--- src/common/cpu_pkg.sv ---
package cpu_pkg;

  localparam int XLEN      = 32;   // datapath width
  localparam int NUM_REGS  = 16;   // x0..x15
  localparam int REG_AW    = 4;    // register index width
  localparam int ROM_DEPTH = 256;  // instruction words
  localparam int ROM_AW    = 8;    // pc width, word addressed

  // major opcodes, anything else is illegal
  typedef enum logic [3:0] {
    OP_ADDI = 4'h0,  // rd = rs1 + sext(imm)
    OP_ADD  = 4'h1,  // rd = rs1 + rs2
    OP_LW   = 4'h4,  // rd = mem[rs1 + sext(imm)]
    OP_SW   = 4'h5,  // mem[rs1 + sext(imm)] = rs2
    OP_HALT = 4'hA   // park the core
  } opcode_e;

  // instruction word, msb first
  typedef struct packed {
    logic [11:0]       imm;     // signed immediate
    logic [REG_AW-1:0] rs2;     // second source
    logic [REG_AW-1:0] rs1;     // first source, also address base
    logic [REG_AW-1:0] rd;      // destination
    logic [3:0]        opt;     // reserved, not decoded
    opcode_e           opcode;  // low nibble
  } instr_t;

  // core sequencer states
  typedef enum logic [2:0] {
    S_FETCH,        // pc on rom address
    S_DECODE,       // rom word into ir
    S_EXEC,         // alu op and writeback, or load request regs
    S_MEM_REQ,      // req high, waiting for ack
    S_MEM_RELEASE,  // req low, waiting for ack to drop
    S_HALT          // parked until reset
  } core_state_e;

endpackage

--- src/cpu/gr_file.sv ---
`timescale 1ns/1ps

module gr_file
  import cpu_pkg::*;
(
  input  logic              clk,
  input  logic              rst,
  input  logic [REG_AW-1:0] rd_addr_a,
  input  logic [REG_AW-1:0] rd_addr_b,
  output logic [XLEN-1:0]   rd_data_a,
  output logic [XLEN-1:0]   rd_data_b,
  input  logic              wr_en,
  input  logic [REG_AW-1:0] wr_addr,
  input  logic [XLEN-1:0]   wr_data,
  input  logic [REG_AW-1:0] dbg_addr,
  output logic [XLEN-1:0]   dbg_data
);

  logic [XLEN-1:0] x [NUM_REGS];  // x[0] never written

  // shared by all three read ports
  function automatic logic [XLEN-1:0] rd_reg(input logic [REG_AW-1:0] idx);
    return (idx == '0) ? '0 : x[idx];  // x0 hardwired
  endfunction

  // reads follow both the index and the array contents
  always_comb begin
    rd_data_a = rd_reg(rd_addr_a);
    rd_data_b = rd_reg(rd_addr_b);
    dbg_data  = rd_reg(dbg_addr);  // host readback
  end

  always_ff @(posedge clk) begin
    if (rst) begin
      for (int i = 0; i < NUM_REGS; i++) begin
        x[i] <= '0;  // every restart starts clean
      end
    end else if (wr_en && wr_addr != '0) begin
      x[wr_addr] <= wr_data;  // x0 writes dropped
    end
  end

endmodule

--- config.mk ---
export PLATFORM = sky130hd
export DESIGN_NAME = gr_file
export DESIGN_NICKNAME = d
export VERILOG_FILES = /design/src/common/cpu_pkg.sv /design/src/cpu/gr_file.sv
export SDC_FILE = /design/constraint.sdc
export NUM_CORES = 1
export LEC_CHECK = 0
export BUFFER_PORTS_ARGS = -buffer_cell sky130_fd_sc_hd__buf_4
export CORE_MARGIN = 2
export CORE_UTILIZATION = 45
export CTS_CLUSTER_DIAMETER = 120
export CTS_CLUSTER_SIZE = 28
export DETAILED_ROUTE_END_ITERATION = 10
export GPL_ROUTABILITY_DRIVEN = 0
export GPL_TIMING_DRIVEN = 0
export SYNTH_ARGS = -nofsm -noshare
export SYNTH_HDL_FRONTEND = slang
export SYNTH_SLANG_ARGS = --single-unit
--- constraint.sdc ---
create_clock -name clk -period 4.6 [get_ports clk]
set_input_delay 0.23 -clock clk [delete_from_list [all_inputs] [get_ports clk]]
set_output_delay 0.23 -clock clk [all_outputs]
set_load 0.01 [all_outputs]
==> results.json <==
{
  "seq_area_frac_synth_pct": 49.5,
  "timing.critical_path.fanout_max": 32,
  "dr.pass1.iters": 7,
  "floorplan.die_area_mm2": 0.0669,
  "setup.worst_path.class": "input pin to flop",
  "count_of_maximum_capacitance_violations": 1,
  "largest_registers": "x x481",
  "detailedPlacementHpwl_um": 75500,
  "initial_antenna_violation_count": 8,
  "drtAntennaViolNets": 0,
  "drc_errors": 0,
  "globalRouteTotalUtil_pct": 34.0,
  "final_period_demand_of_the_worst_path_ps": 3190,
  "outcome": "complete, but fails checks",
  "fmax_ghz": 0.314,
  "design.portCount": 147,
  "count_of_cells_resized_by_post_cts_repair": 0,
  "detail_route.iter0.violations": 2956,
  "core-area_mm2": 0.0643,
  "area.growth.synth_to_final_pct": 10.3,
  "vdd_drop_max_v": 0.000314,
  "clk_root_buffer_cell": "sky130_fd_sc_hd__clkbuf_16",
  "finalSetupTns_ps": 0,
  "final_layout_size_suffix_gt1_share_pct": 20.7,
  "power.density_cell_area_mw_per_mm2": 296,
  "timing_hold_violations_final": 0,
  "finalPower_mw": 9.54,
  "via_per_inst": 6.82,
  "slew_headroom_pct": -0.0381,
  "postCtsSetupBuffers": 0,
  "failed_checks": "capacitance limit, slew limit",
  "worst_setup_hold_path_clk_slew_ps": 130,
  "fin_area_mm2": 0.0322,
  "route.top_layer_used": "met5",
  "grt.overflow.total": 0,
  "fp-row-count": 93,
  "critPathCaptureType": "flop",
  "place.port_buffers": 138,
  "min_period_over_period_pct": 69.3,
  "cellLeakagePower_nw": 11.6,
  "transition_time_of_the_tightest_slew_check_pin_ps": 1500,
  "worst_ep_arrival_time_ps": 3370,
  "worstHoldEndpoint": "x[2][0]$_SDFFCE_PN0P_",
  "final-max-slew-violation-count": 10,
  "timing.critical_path.required_ps": 4780,
  "met1_length_um": 41500,
  "cts_hold_buffers_added": 33,
  "n_antenna_cell": 0,
  "dpl-instance-area_mm2": 0.0313,
  "syn_area_mm2": 0.0292,
  "dpl.cell_count": 3205,
  "worstSetupStartpointType": "input pin",
  "first_global_vias": 22061,
  "detailed_route_wl_um": 115000,
  "final_util_pct": 50.0,
  "cell_depth_of_the_worst_hold_path": 3,
  "htree_num_levels": 1,
  "drt-wirelength-per-cell_um": 35.4,
  "syn-num-nets": 2263,
  "report.final.setup_viol": 0,
  "first_pass_grt_wire_length_um": 160000,
  "rsz0062_at_grt": "false",
  "routed-via-count": 22233,
  "ys_ff_latch": 481,
  "cts_num_sinks": 481,
  "die_h_um": 259,
  "number_of_flip_flops_in_the_largest_register": 481,
  "route.met3.wl_um": 13700,
  "met2WireLength_um": 53700,
  "cts_buffers": 21,
  "cts-root-to-sink-buffers": 3,
  "layout.cells.non_filler": 3261,
  "initial_utilization_pct": 45.4,
  "holdCritPathClass": "input pin to flop",
  "chipWidth_um": 259,
  "ys_types": 31,
  "cts_tree": "done",
  "grt_max_degree": 33,
  "final_nets": 2457,
  "synth_area_per_cell_um2": 13.2,
  "instance_count_of_the_mapped_netlist": 2212,
  "synth-warning-count": 0,
  "regMostFlops": "x",
  "timing.hold.worst.start": "wr_addr[2]"
}
==> per-stage QoR <==
stage	setup WS, ps	hold WS, ps
finish	1410	215
global route	1420	207
floorplan	2880	427
CTS	1500	178
detailed placement	1460	556
global placement	1490	552
==> layer usage <==
| layer | vias to the layer above | GRT usage, % |
|---|---|---|
| met3 | 402 | 8.34 |
| met5 | - | 0 |
| li1 | 8900 | - |
| met2 | 1758 | 55.2 |
| met1 | 11169 | 42.6 |
| met4 | 4 | 16.7 |
==> critical path, stage by stage <==
cell	delay [ps]
sky130_fd_sc_hd__dlygate4sd3_1	530
sky130_fd_sc_hd__buf_4	170
sky130_fd_sc_hd__nor2b_1	400
sky130_fd_sc_hd__nand3b_1	260
sky130_fd_sc_hd__nor3_2	540
sky130_fd_sc_hd__or2_2	1230
==> synthesized netlist by cell type (all sizes together) <==
master | count | share of area [%]
a22oi | 31 | 0.80
conb | 1 | 0.013
and2 | 481 | 10
nand2b | 8 | 0.17
clkbuf | 141 | 1.8
edfxtp | 481 | 49
nand3 | 3 | 0.051
o21ba | 1 | 0.034
a31oi | 3 | 0.064
nor2b | 5 | 0.11
a221o | 33 | 1.1
a2111oi | 60 | 1.8
mux2 | 36 | 1.4
nand2 | 9 | 0.12
mux2i | 287 | 9.8
o21ai | 3 | 0.051
a21oi | 64 | 1.1
o22ai | 123 | 2.6
nor3b | 2 | 0.051
buf | 89 | 1.8
or2 | 15 | 0.32
nand3b | 4 | 0.10
nor3 | 3 | 0.10
mux4 | 194 | 15
nor2 | 135 | 1.7
==> kinds of logic (layout without fill, tap and decap cells) <==
group / Yosys count / in the layout / share of synthesized area (%)
other cells: 1 / 1 / 0.0128
compound gates: 318 / 318 / 7.61
mux: 517 / 517 / 26.2
flops: 481 / 481 / 49.5
buf+inv: 230 / 424 / 3.64
simple gates: 665 / 665 / 13.1
==> cell usage in the layout (no fill, tap or decap), types with 36 or more instances in the layout <==
master / Yosys / layout
sky130_fd_sc_hd__and2_1: 481 / 481
sky130_fd_sc_hd__edfxtp_1: 481 / 481
sky130_fd_sc_hd__mux2i_1: 287 / 287
sky130_fd_sc_hd__mux4_2: 194 / 194
sky130_fd_sc_hd__buf_4: 22 / 160
sky130_fd_sc_hd__clkbuf_1: 139 / 139
sky130_fd_sc_hd__nor2_1: 135 / 135
sky130_fd_sc_hd__o22ai_1: 123 / 123
sky130_fd_sc_hd__a21oi_1: 64 / 64
sky130_fd_sc_hd__a2111oi_0: 60 / 60
sky130_fd_sc_hd__buf_2: 59 / 59
sky130_fd_sc_hd__mux2_2: 36 / 36
==> how the worst max path moves through the flow <==
stage	slack, ps	to	start
finish	1410	x[1][2]$_SDFFCE_PN0P_	rst
global route	1420	x[3][1]$_SDFFCE_PN0P_	rst
CTS	1500	x[3][14]$_SDFFCE_PN0P_	rst
detailed placement	1460	x[3][15]$_SDFFCE_PN0P_	rst
global placement	1490	x[3][18]$_SDFFCE_PN0P_	rst
floorplan	2880	x[14][0]$_SDFFCE_PN0P_	wr_en
==> where the power goes <==
| group | switching [mW] | leakage [nW] | total (mW) | internal (mW) |
|---|---|---|---|---|
| Clock | 1.46 | 0.275 | 2.30 | 0.847 |
| Combinational | 1.14 | 6.69 | 1.95 | 0.812 |
| Sequential | 0.202 | 4.59 | 5.29 | 5.08 |
| Total | 2.80 | 11.6 | 9.54 | 6.74 |
==> cell type report <==
type                    count  area (um^2)
fillers                  5583        32200
flip-flops and latches    481        14400
multi-input cells        1501        13700
repair buffers            171         1370
well taps                 855         1070
plain buffers             230         1060
clock buffers              21          526
clock inverters             2         38.8
Note: power is estimated with default switching activity, not from simulation.
