### src/common/cpu_pkg.sv
package cpu_pkg;

  localparam int XLEN      = 32;   // datapath width
  localparam int NUM_REGS  = 16;   // x0..x15
  localparam int REG_AW    = 4;    // register index width
  localparam int ROM_DEPTH = 256;  // instruction words
  localparam int ROM_AW    = 8;    // pc width, word addressed

  // major opcodes, anything else is illegal
  typedef enum logic [3:0] {
    OP_ADDI = 4'h0,  // rd = rs1 + sext(imm)
    OP_ADD  = 4'h1,  // rd = rs1 + rs2
    OP_LW   = 4'h4,  // rd = mem[rs1 + sext(imm)]
    OP_SW   = 4'h5,  // mem[rs1 + sext(imm)] = rs2
    OP_HALT = 4'hA   // park the core
  } opcode_e;

  // instruction word, msb first
  typedef struct packed {
    logic [11:0]       imm;     // signed immediate
    logic [REG_AW-1:0] rs2;     // second source
    logic [REG_AW-1:0] rs1;     // first source, also address base
    logic [REG_AW-1:0] rd;      // destination
    logic [3:0]        opt;     // reserved, not decoded
    opcode_e           opcode;  // low nibble
  } instr_t;

  // core sequencer states
  typedef enum logic [2:0] {
    S_FETCH,        // pc on rom address
    S_DECODE,       // rom word into ir
    S_EXEC,         // alu op and writeback, or load request regs
    S_MEM_REQ,      // req high, waiting for ack
    S_MEM_RELEASE,  // req low, waiting for ack to drop
    S_HALT          // parked until reset
  } core_state_e;

endpackage

### src/common/bus_pkg.sv
package bus_pkg;

  localparam int MEM_AW       = 8;    // data ram word address bits
  localparam int MEM_DEPTH    = 256;  // data ram words
  localparam int DEFAULT_WAIT = 8;    // wait states before ack

  // master to slave, held stable while req is high
  typedef struct packed {
    logic              we;     // 1 = store, 0 = load
    logic [MEM_AW-1:0] addr;   // word address
    logic [31:0]       wdata;  // store data
  } mem_req_t;

  // slave to master, valid while ack is high
  typedef struct packed {
    logic [31:0] rdata;  // load data
  } mem_rsp_t;

endpackage

### src/cpu/cpu_core.sv
`timescale 1ns/1ps

module cpu_core
  import cpu_pkg::*, bus_pkg::*;
(
  input  logic              clk,
  input  logic              rst,
  output logic [ROM_AW-1:0] fetch_addr,
  input  instr_t            instr,
  output logic [REG_AW-1:0] rd_addr_a,
  output logic [REG_AW-1:0] rd_addr_b,
  input  logic [XLEN-1:0]   rd_data_a,
  input  logic [XLEN-1:0]   rd_data_b,
  output logic              wr_en,
  output logic [REG_AW-1:0] wr_addr,
  output logic [XLEN-1:0]   wr_data,
  output mem_req_t          mem_req,
  output logic              req,
  input  mem_rsp_t          mem_rsp,
  input  logic              ack,
  output logic              halted,
  output logic              illegal
);

  core_state_e       state;     // sequencer
  logic [ROM_AW-1:0] pc;        // word address of current instruction
  instr_t            ir;        // instruction register
  logic [XLEN-1:0]   imm_sext;  // sign extended immediate
  logic [XLEN-1:0]   opnd_b;    // second adder input
  logic [XLEN-1:0]   sum;       // alu result or effective address
  logic              is_mem;    // lw or sw in ir

  assign fetch_addr = pc;  // rom registers it, word shows up in S_DECODE
  assign rd_addr_a  = ir.rs1;
  assign rd_addr_b  = ir.rs2;
  assign halted     = (state == S_HALT);

  assign is_mem   = (ir.opcode == OP_LW) || (ir.opcode == OP_SW);
  assign imm_sext = {{(XLEN-12){ir.imm[11]}}, ir.imm};
  assign opnd_b   = (ir.opcode == OP_ADD) ? rd_data_b : imm_sext;  // add uses rs2
  assign sum      = rd_data_a + opnd_b;  // single adder for alu and address

  // writeback, alu result in S_EXEC, load data on ack
  always_comb begin
    wr_en   = 1'b0;
    wr_addr = ir.rd;
    wr_data = sum;
    if (state == S_EXEC && (ir.opcode == OP_ADDI || ir.opcode == OP_ADD)) begin
      wr_en = 1'b1;
    end else if (state == S_MEM_REQ && ack && !mem_req.we) begin
      wr_en   = 1'b1;
      wr_data = mem_rsp.rdata;  // sampled while ack is high
    end
  end

  // payload regs, only loaded while req is low
  always_ff @(posedge clk) begin
    if (state == S_DECODE) begin
      ir <= instr;
    end
    if (state == S_EXEC && is_mem) begin
      mem_req.we    <= (ir.opcode == OP_SW);
      mem_req.addr  <= sum[MEM_AW-1:0];  // ram sees low address bits only
      mem_req.wdata <= rd_data_b;        // rs2 for stores
    end
  end

  // sequencer and four-phase master
  always_ff @(posedge clk) begin
    if (rst) begin
      state   <= S_FETCH;
      pc      <= '0;
      req     <= 1'b0;
      illegal <= 1'b0;
    end else begin
      case (state)
        S_FETCH:  state <= S_DECODE;
        S_DECODE: state <= S_EXEC;
        S_EXEC: begin
          case (ir.opcode)
            OP_ADDI, OP_ADD: begin
              pc    <= pc + 1'b1;
              state <= S_FETCH;
            end
            OP_LW, OP_SW: begin
              req   <= 1'b1;  // request regs load on the same edge
              state <= S_MEM_REQ;
            end
            OP_HALT: state <= S_HALT;
            default: begin
              illegal <= 1'b1;  // unknown opcode
              state   <= S_HALT;
            end
          endcase
        end
        S_MEM_REQ: begin
          if (ack) begin  // stall here until the slave answers
            req   <= 1'b0;
            state <= S_MEM_RELEASE;
          end
        end
        S_MEM_RELEASE: begin
          if (!ack) begin  // handshake closed, next req may rise
            pc    <= pc + 1'b1;
            state <= S_FETCH;
          end
        end
        default: state <= S_HALT;  // S_HALT parks until rst
      endcase
    end
  end

endmodule

### config.mk
export PLATFORM = sky130hd
export DESIGN_NAME = cpu_core
export DESIGN_NICKNAME = d
export VERILOG_FILES = /design/src/common/cpu_pkg.sv /design/src/common/bus_pkg.sv /design/src/cpu/cpu_core.sv
export SDC_FILE = /design/constraint.sdc
export NUM_CORES = 1
export LEC_CHECK = 0
export BUFFER_PORTS_ARGS = -buffer_cell sky130_fd_sc_hd__buf_2
export CAP_MARGIN = 20
export CELL_PAD_IN_SITES_DETAIL_PLACEMENT = 0
export CELL_PAD_IN_SITES_GLOBAL_PLACEMENT = 1
export CORE_MARGIN = 2
export CORE_UTILIZATION = 39
export CTS_BUF_LIST = sky130_fd_sc_hd__clkbuf_8
export CTS_CLUSTER_DIAMETER = 200
export DETAILED_ROUTE_END_ITERATION = 8
export PLACE_DENSITY = 0.92
export REMOVE_ABC_BUFFERS = 1
export SYNTH_ARGS = -nofsm -noshare
export SYNTH_HDL_FRONTEND = slang
export SYNTH_SLANG_ARGS = --single-unit
export TNS_END_PERCENT = 20
### constraint.sdc
create_clock -name clk -period 15.1 [get_ports clk]
set_input_delay 4.53 -clock clk [delete_from_list [all_inputs] [get_ports clk]]
set_output_delay 4.53 -clock clk [all_outputs]
set_load 0.02 [all_outputs]
==> results.sh <==
export IMPL_first_pass_iters=4
export IMPL_crit_chain="buf_2 > mux2_2 > ha_1 > o21ai_0 > nor2_1 > o22ai_1 > o21ai_0 > o211ai_1 > and3_1 > nor3_1 > buf_2"
export IMPL_overflow=0
export IMPL_grt_max_degree=42
export IMPL_cp_data_arrival_time_ns=7.42
export IMPL_routed_wl_mm=15.5
export IMPL_cts_max_path_buffers=2
export IMPL_reg2reg_depth=10
export IMPL_drv_cap=0
export IMPL_die_area_um2=14500
export IMPL_port_buffers=223
export IMPL_syn_area_per_cell_um2=9.46
export IMPL_numCtsBuffers=9
export IMPL_cts_hold_buffers=0
export IMPL_critPathKind="in2out"
export IMPL_synthCells=560
export IMPL_io_pins=228
export IMPL_max_slew_margin_rel=0.366
export IMPL_design_area_um2=6700
export IMPL_period_minus_slack_ns=11.95
export IMPL_drive_above_1_share=0.353
export IMPL_yosysUniqueCellTypes=61
export IMPL_r2r_start="ir[2]"
export IMPL_reg2reg_setup_slack_ns=11.66
export IMPL_yosysWarningCount=0
export IMPL_leakagePower_nw=3.00
export IMPL_cts_root_buf="clkbuf_8"
export IMPL_holdPathEnd="req"
export IMPL_cts_post_setup_buffers_inserted=0
export IMPL_seq_area_frac_synth=0.440
export IMPL_drt_iter0_markers=264
export IMPL_seq_area_um2=2330
export IMPL_slowest_stage="o21ai_0"
export IMPL_vdd_drop_max_v=0.0000753
export IMPL_crit_path_max_incr_delay_ns=0.77
export IMPL_hp_class="reg2reg"
export IMPL_synthFlopType="edfxtp_1"
export IMPL_cts_tree="yes"
export IMPL_skew_ns=0.0170
export IMPL_worst_pin_slew_ns=0.949
export IMPL_max_freq_mhz=83.7
export IMPL_synth_edff_count=69
export IMPL_nets=933
export IMPL_core_rowCount=42
export IMPL_final_max_slew_viol_count=0
export IMPL_whs_path_depth=2
export IMPL_hold_viol_final=0
export IMPL_hp_start="req"
export IMPL_placed_cell_area_um2=6500
export IMPL_grt_usage=0.212
export IMPL_drc=0
export IMPL_clk_insertion_delay_late_ns=0.38
export IMPL_syn_area_um2=5300
export IMPL_ctsResizeCount=0
export IMPL_area_growth_pct=26.3
export IMPL_synthArstFlopShare=0
export IMPL_dp_final_hpwl_mm=12.0
export IMPL_fillCellCount=1313
export IMPL_multi_input_area_um2=2770
export IMPL_outcome="finished, final reports clean"
export IMPL_reg2reg_to="mem_req[39]"
export IMPL_tns_ns=0
export IMPL_cp_max_fo=5
export IMPL_die_x_um=121
export IMPL_critPathRequiredTime_ns=10.57
export IMPL_pwr_density_cell_nw_per_um2=102
export IMPL_rsz0062_at_grt="no"
export IMPL_hold_slack_ns=0.482
export IMPL_crit_path_end_kind="primary output"
export IMPL_gp_congestion=0.916
export IMPL_grt_pass1_wl_mm=23.7
export IMPL_ys_ff_latch=82
export IMPL_clkSinkCount=82
export IMPL_viasPerCell=5.20
export IMPL_fin_crit_sh=0.791
export IMPL_finalSetupViolations=0
export IMPL_grt_pass1_vias=4736
export IMPL_antenna_left=0
export IMPL_coreArea_um2=13200
export IMPL_clkSlewWorstSetupHoldPaths_ns=0.09
export IMPL_start_util=0.400
export IMPL_die_h_um=121
export IMPL_htree_levels=3
export IMPL_crit_path_start_kind="input port"
export IMPL_vias=4932
export IMPL_wl_per_cell_um=16.3
export IMPL_antenna_found_initial=1
-- layout make-up --
type | count | area share
Antenna cell | 1 | 0.000374
Clock buffer | 9 | 0.0185
Clock inverter | 7 | 0.00953
Inverter | 11 | 0.00617
Multi-Input combinational cell | 435 | 0.413
Sequential cell | 82 | 0.348
Tap cell | 176 | 0.0329
Timing Repair Buffer | 227 | 0.171
-- per-layer routing --
layer  track usage  up-vias  part of all wire
met5             0        -                 0
met4        0.0727        0             0.017
met3        0.0698       20             0.092
met2         0.363      210              0.47
met1         0.250     2259              0.42
li1              -     2443                 -
-- kinds of logic after synthesis --
logic type               share of synthesized area
AO/OA/AOI/OAI                                0.166
XOR/XNOR                                    0.0430
adder cells (fa/ha/maj)                     0.0864
buffers and inverters                       0.0408
flip-flops                                   0.440
multiplexers                                0.0354
AND/OR/NAND/NOR                              0.188
-- sequential cells by signal, summed over array words and instances, names as in the netlist --
signal      cells
fetch_addr      8
illegal         1
imm_sext       12
ir              4
mem_req        41
rd_addr_a       4
rd_addr_b       4
req             1
state           3
wr_addr         4
-- worst max path at each step --
stage,start,to,cells after the start
floorplan,rd_data_b[0],wr_data[28],11
global placement,rd_data_b[2],wr_data[29],11
detailed placement,rd_data_b[2],wr_data[29],11
CTS,rd_data_b[2],wr_data[29],11
global route,rd_data_b[2],wr_data[29],11
finish,rd_data_b[2],wr_data[29],11
-- worst max-delay path: cells and delay by family --
family / cells / cell delay [ns]
and+or+nand+nor: 3 / 0.61
AOI/OAI and AO/OA: 4 / 1.38
buffers and inverters: 2 / 0.30
muxes: 1 / 0.26
adders and majority gates: 1 / 0.34
-- synthesized netlist by cell type, types with 3 or more instances --
| cell | count | area (µm²) |
|---|---|---|
| a211o_1 | 3 | 26.3 |
| a211oi_1 | 6 | 45.0 |
| a21boi_0 | 4 | 30.0 |
| a21o_1 | 15 | 113 |
| a21oi_1 | 50 | 250 |
| a31oi_1 | 4 | 25.0 |
| and2_1 | 3 | 18.8 |
| and3_1 | 7 | 43.8 |
| buf_2 | 7 | 35.0 |
| buf_4 | 12 | 90.1 |
| clkbuf_1 | 12 | 45.0 |
| dfxtp_1 | 13 | 260 |
| edfxtp_1 | 69 | 2070 |
| ha_1 | 35 | 438 |
| inv_1 | 11 | 41.3 |
| mux2_2 | 14 | 158 |
| mux2i_1 | 3 | 30.0 |
| nand2_1 | 96 | 360 |
| nand2b_1 | 3 | 18.8 |
| nand3_1 | 8 | 40.0 |
| nand4_1 | 7 | 43.8 |
| nor2_1 | 61 | 229 |
| nor3_1 | 8 | 40.0 |
| nor3b_1 | 4 | 30.0 |
| nor4b_1 | 3 | 26.3 |
| o211ai_1 | 3 | 22.5 |
| o21a_1 | 5 | 37.5 |
| o21ai_0 | 25 | 125 |
| o21bai_1 | 3 | 22.5 |
| o22ai_1 | 3 | 18.8 |
| o31ai_1 | 5 | 37.5 |
| or2_2 | 3 | 18.8 |
| xnor2_1 | 11 | 96.3 |
| xor2_1 | 15 | 131 |
-- power breakdown --
| group | internal, mW | leakage (nW) | total, mW | switching [mW] |
|---|---|---|---|---|
| clock | 0.0626 | 0.0930 | 0.157 | 0.0943 |
| combinational | 0.102 | 2.17 | 0.263 | 0.161 |
| sequential | 0.258 | 0.739 | 0.263 | 0.00504 |
-- placed cells by master (no fill, tap or decap), drive strengths merged, types with 4 or more instances in the layout --
cell type	instances
buf	227
nand2	96
edfxtp	69
nor2	61
a21oi	50
ha	35
o21ai	26
xor2	15
a21o	15
mux2	14
dfxtp	13
inv	13
xnor2	11
clkbuf	9
nand3	8
nor3	8
and3	8
nand4	7
a211oi	6
o31ai	6
o21a	5
nor3b	5
a21boi	4
a31oi	4
nor4b	4
o211ai	4
clkinv	4
-- through the flow --
| stage | utilization | cells | power, mW | setup WS [ns] |
|---|---|---|---|---|
| 3_3_place_gp | 0.491 | 931 | 0.530 | 3.19 |
| 6_report | 0.506 | 948 | 0.683 | 3.15 |
| 3_5_place_dp | 0.491 | 931 | 0.531 | 3.13 |
| 2_1_floorplan | - | 528 | 0.445 | 3.58 |
| 4_1_cts | 0.505 | 947 | 0.688 | 3.14 |
| 5_1_grt | 0.505 | 947 | 0.722 | 2.95 |
No activity file was read; power rests on OpenSTA's default activity.
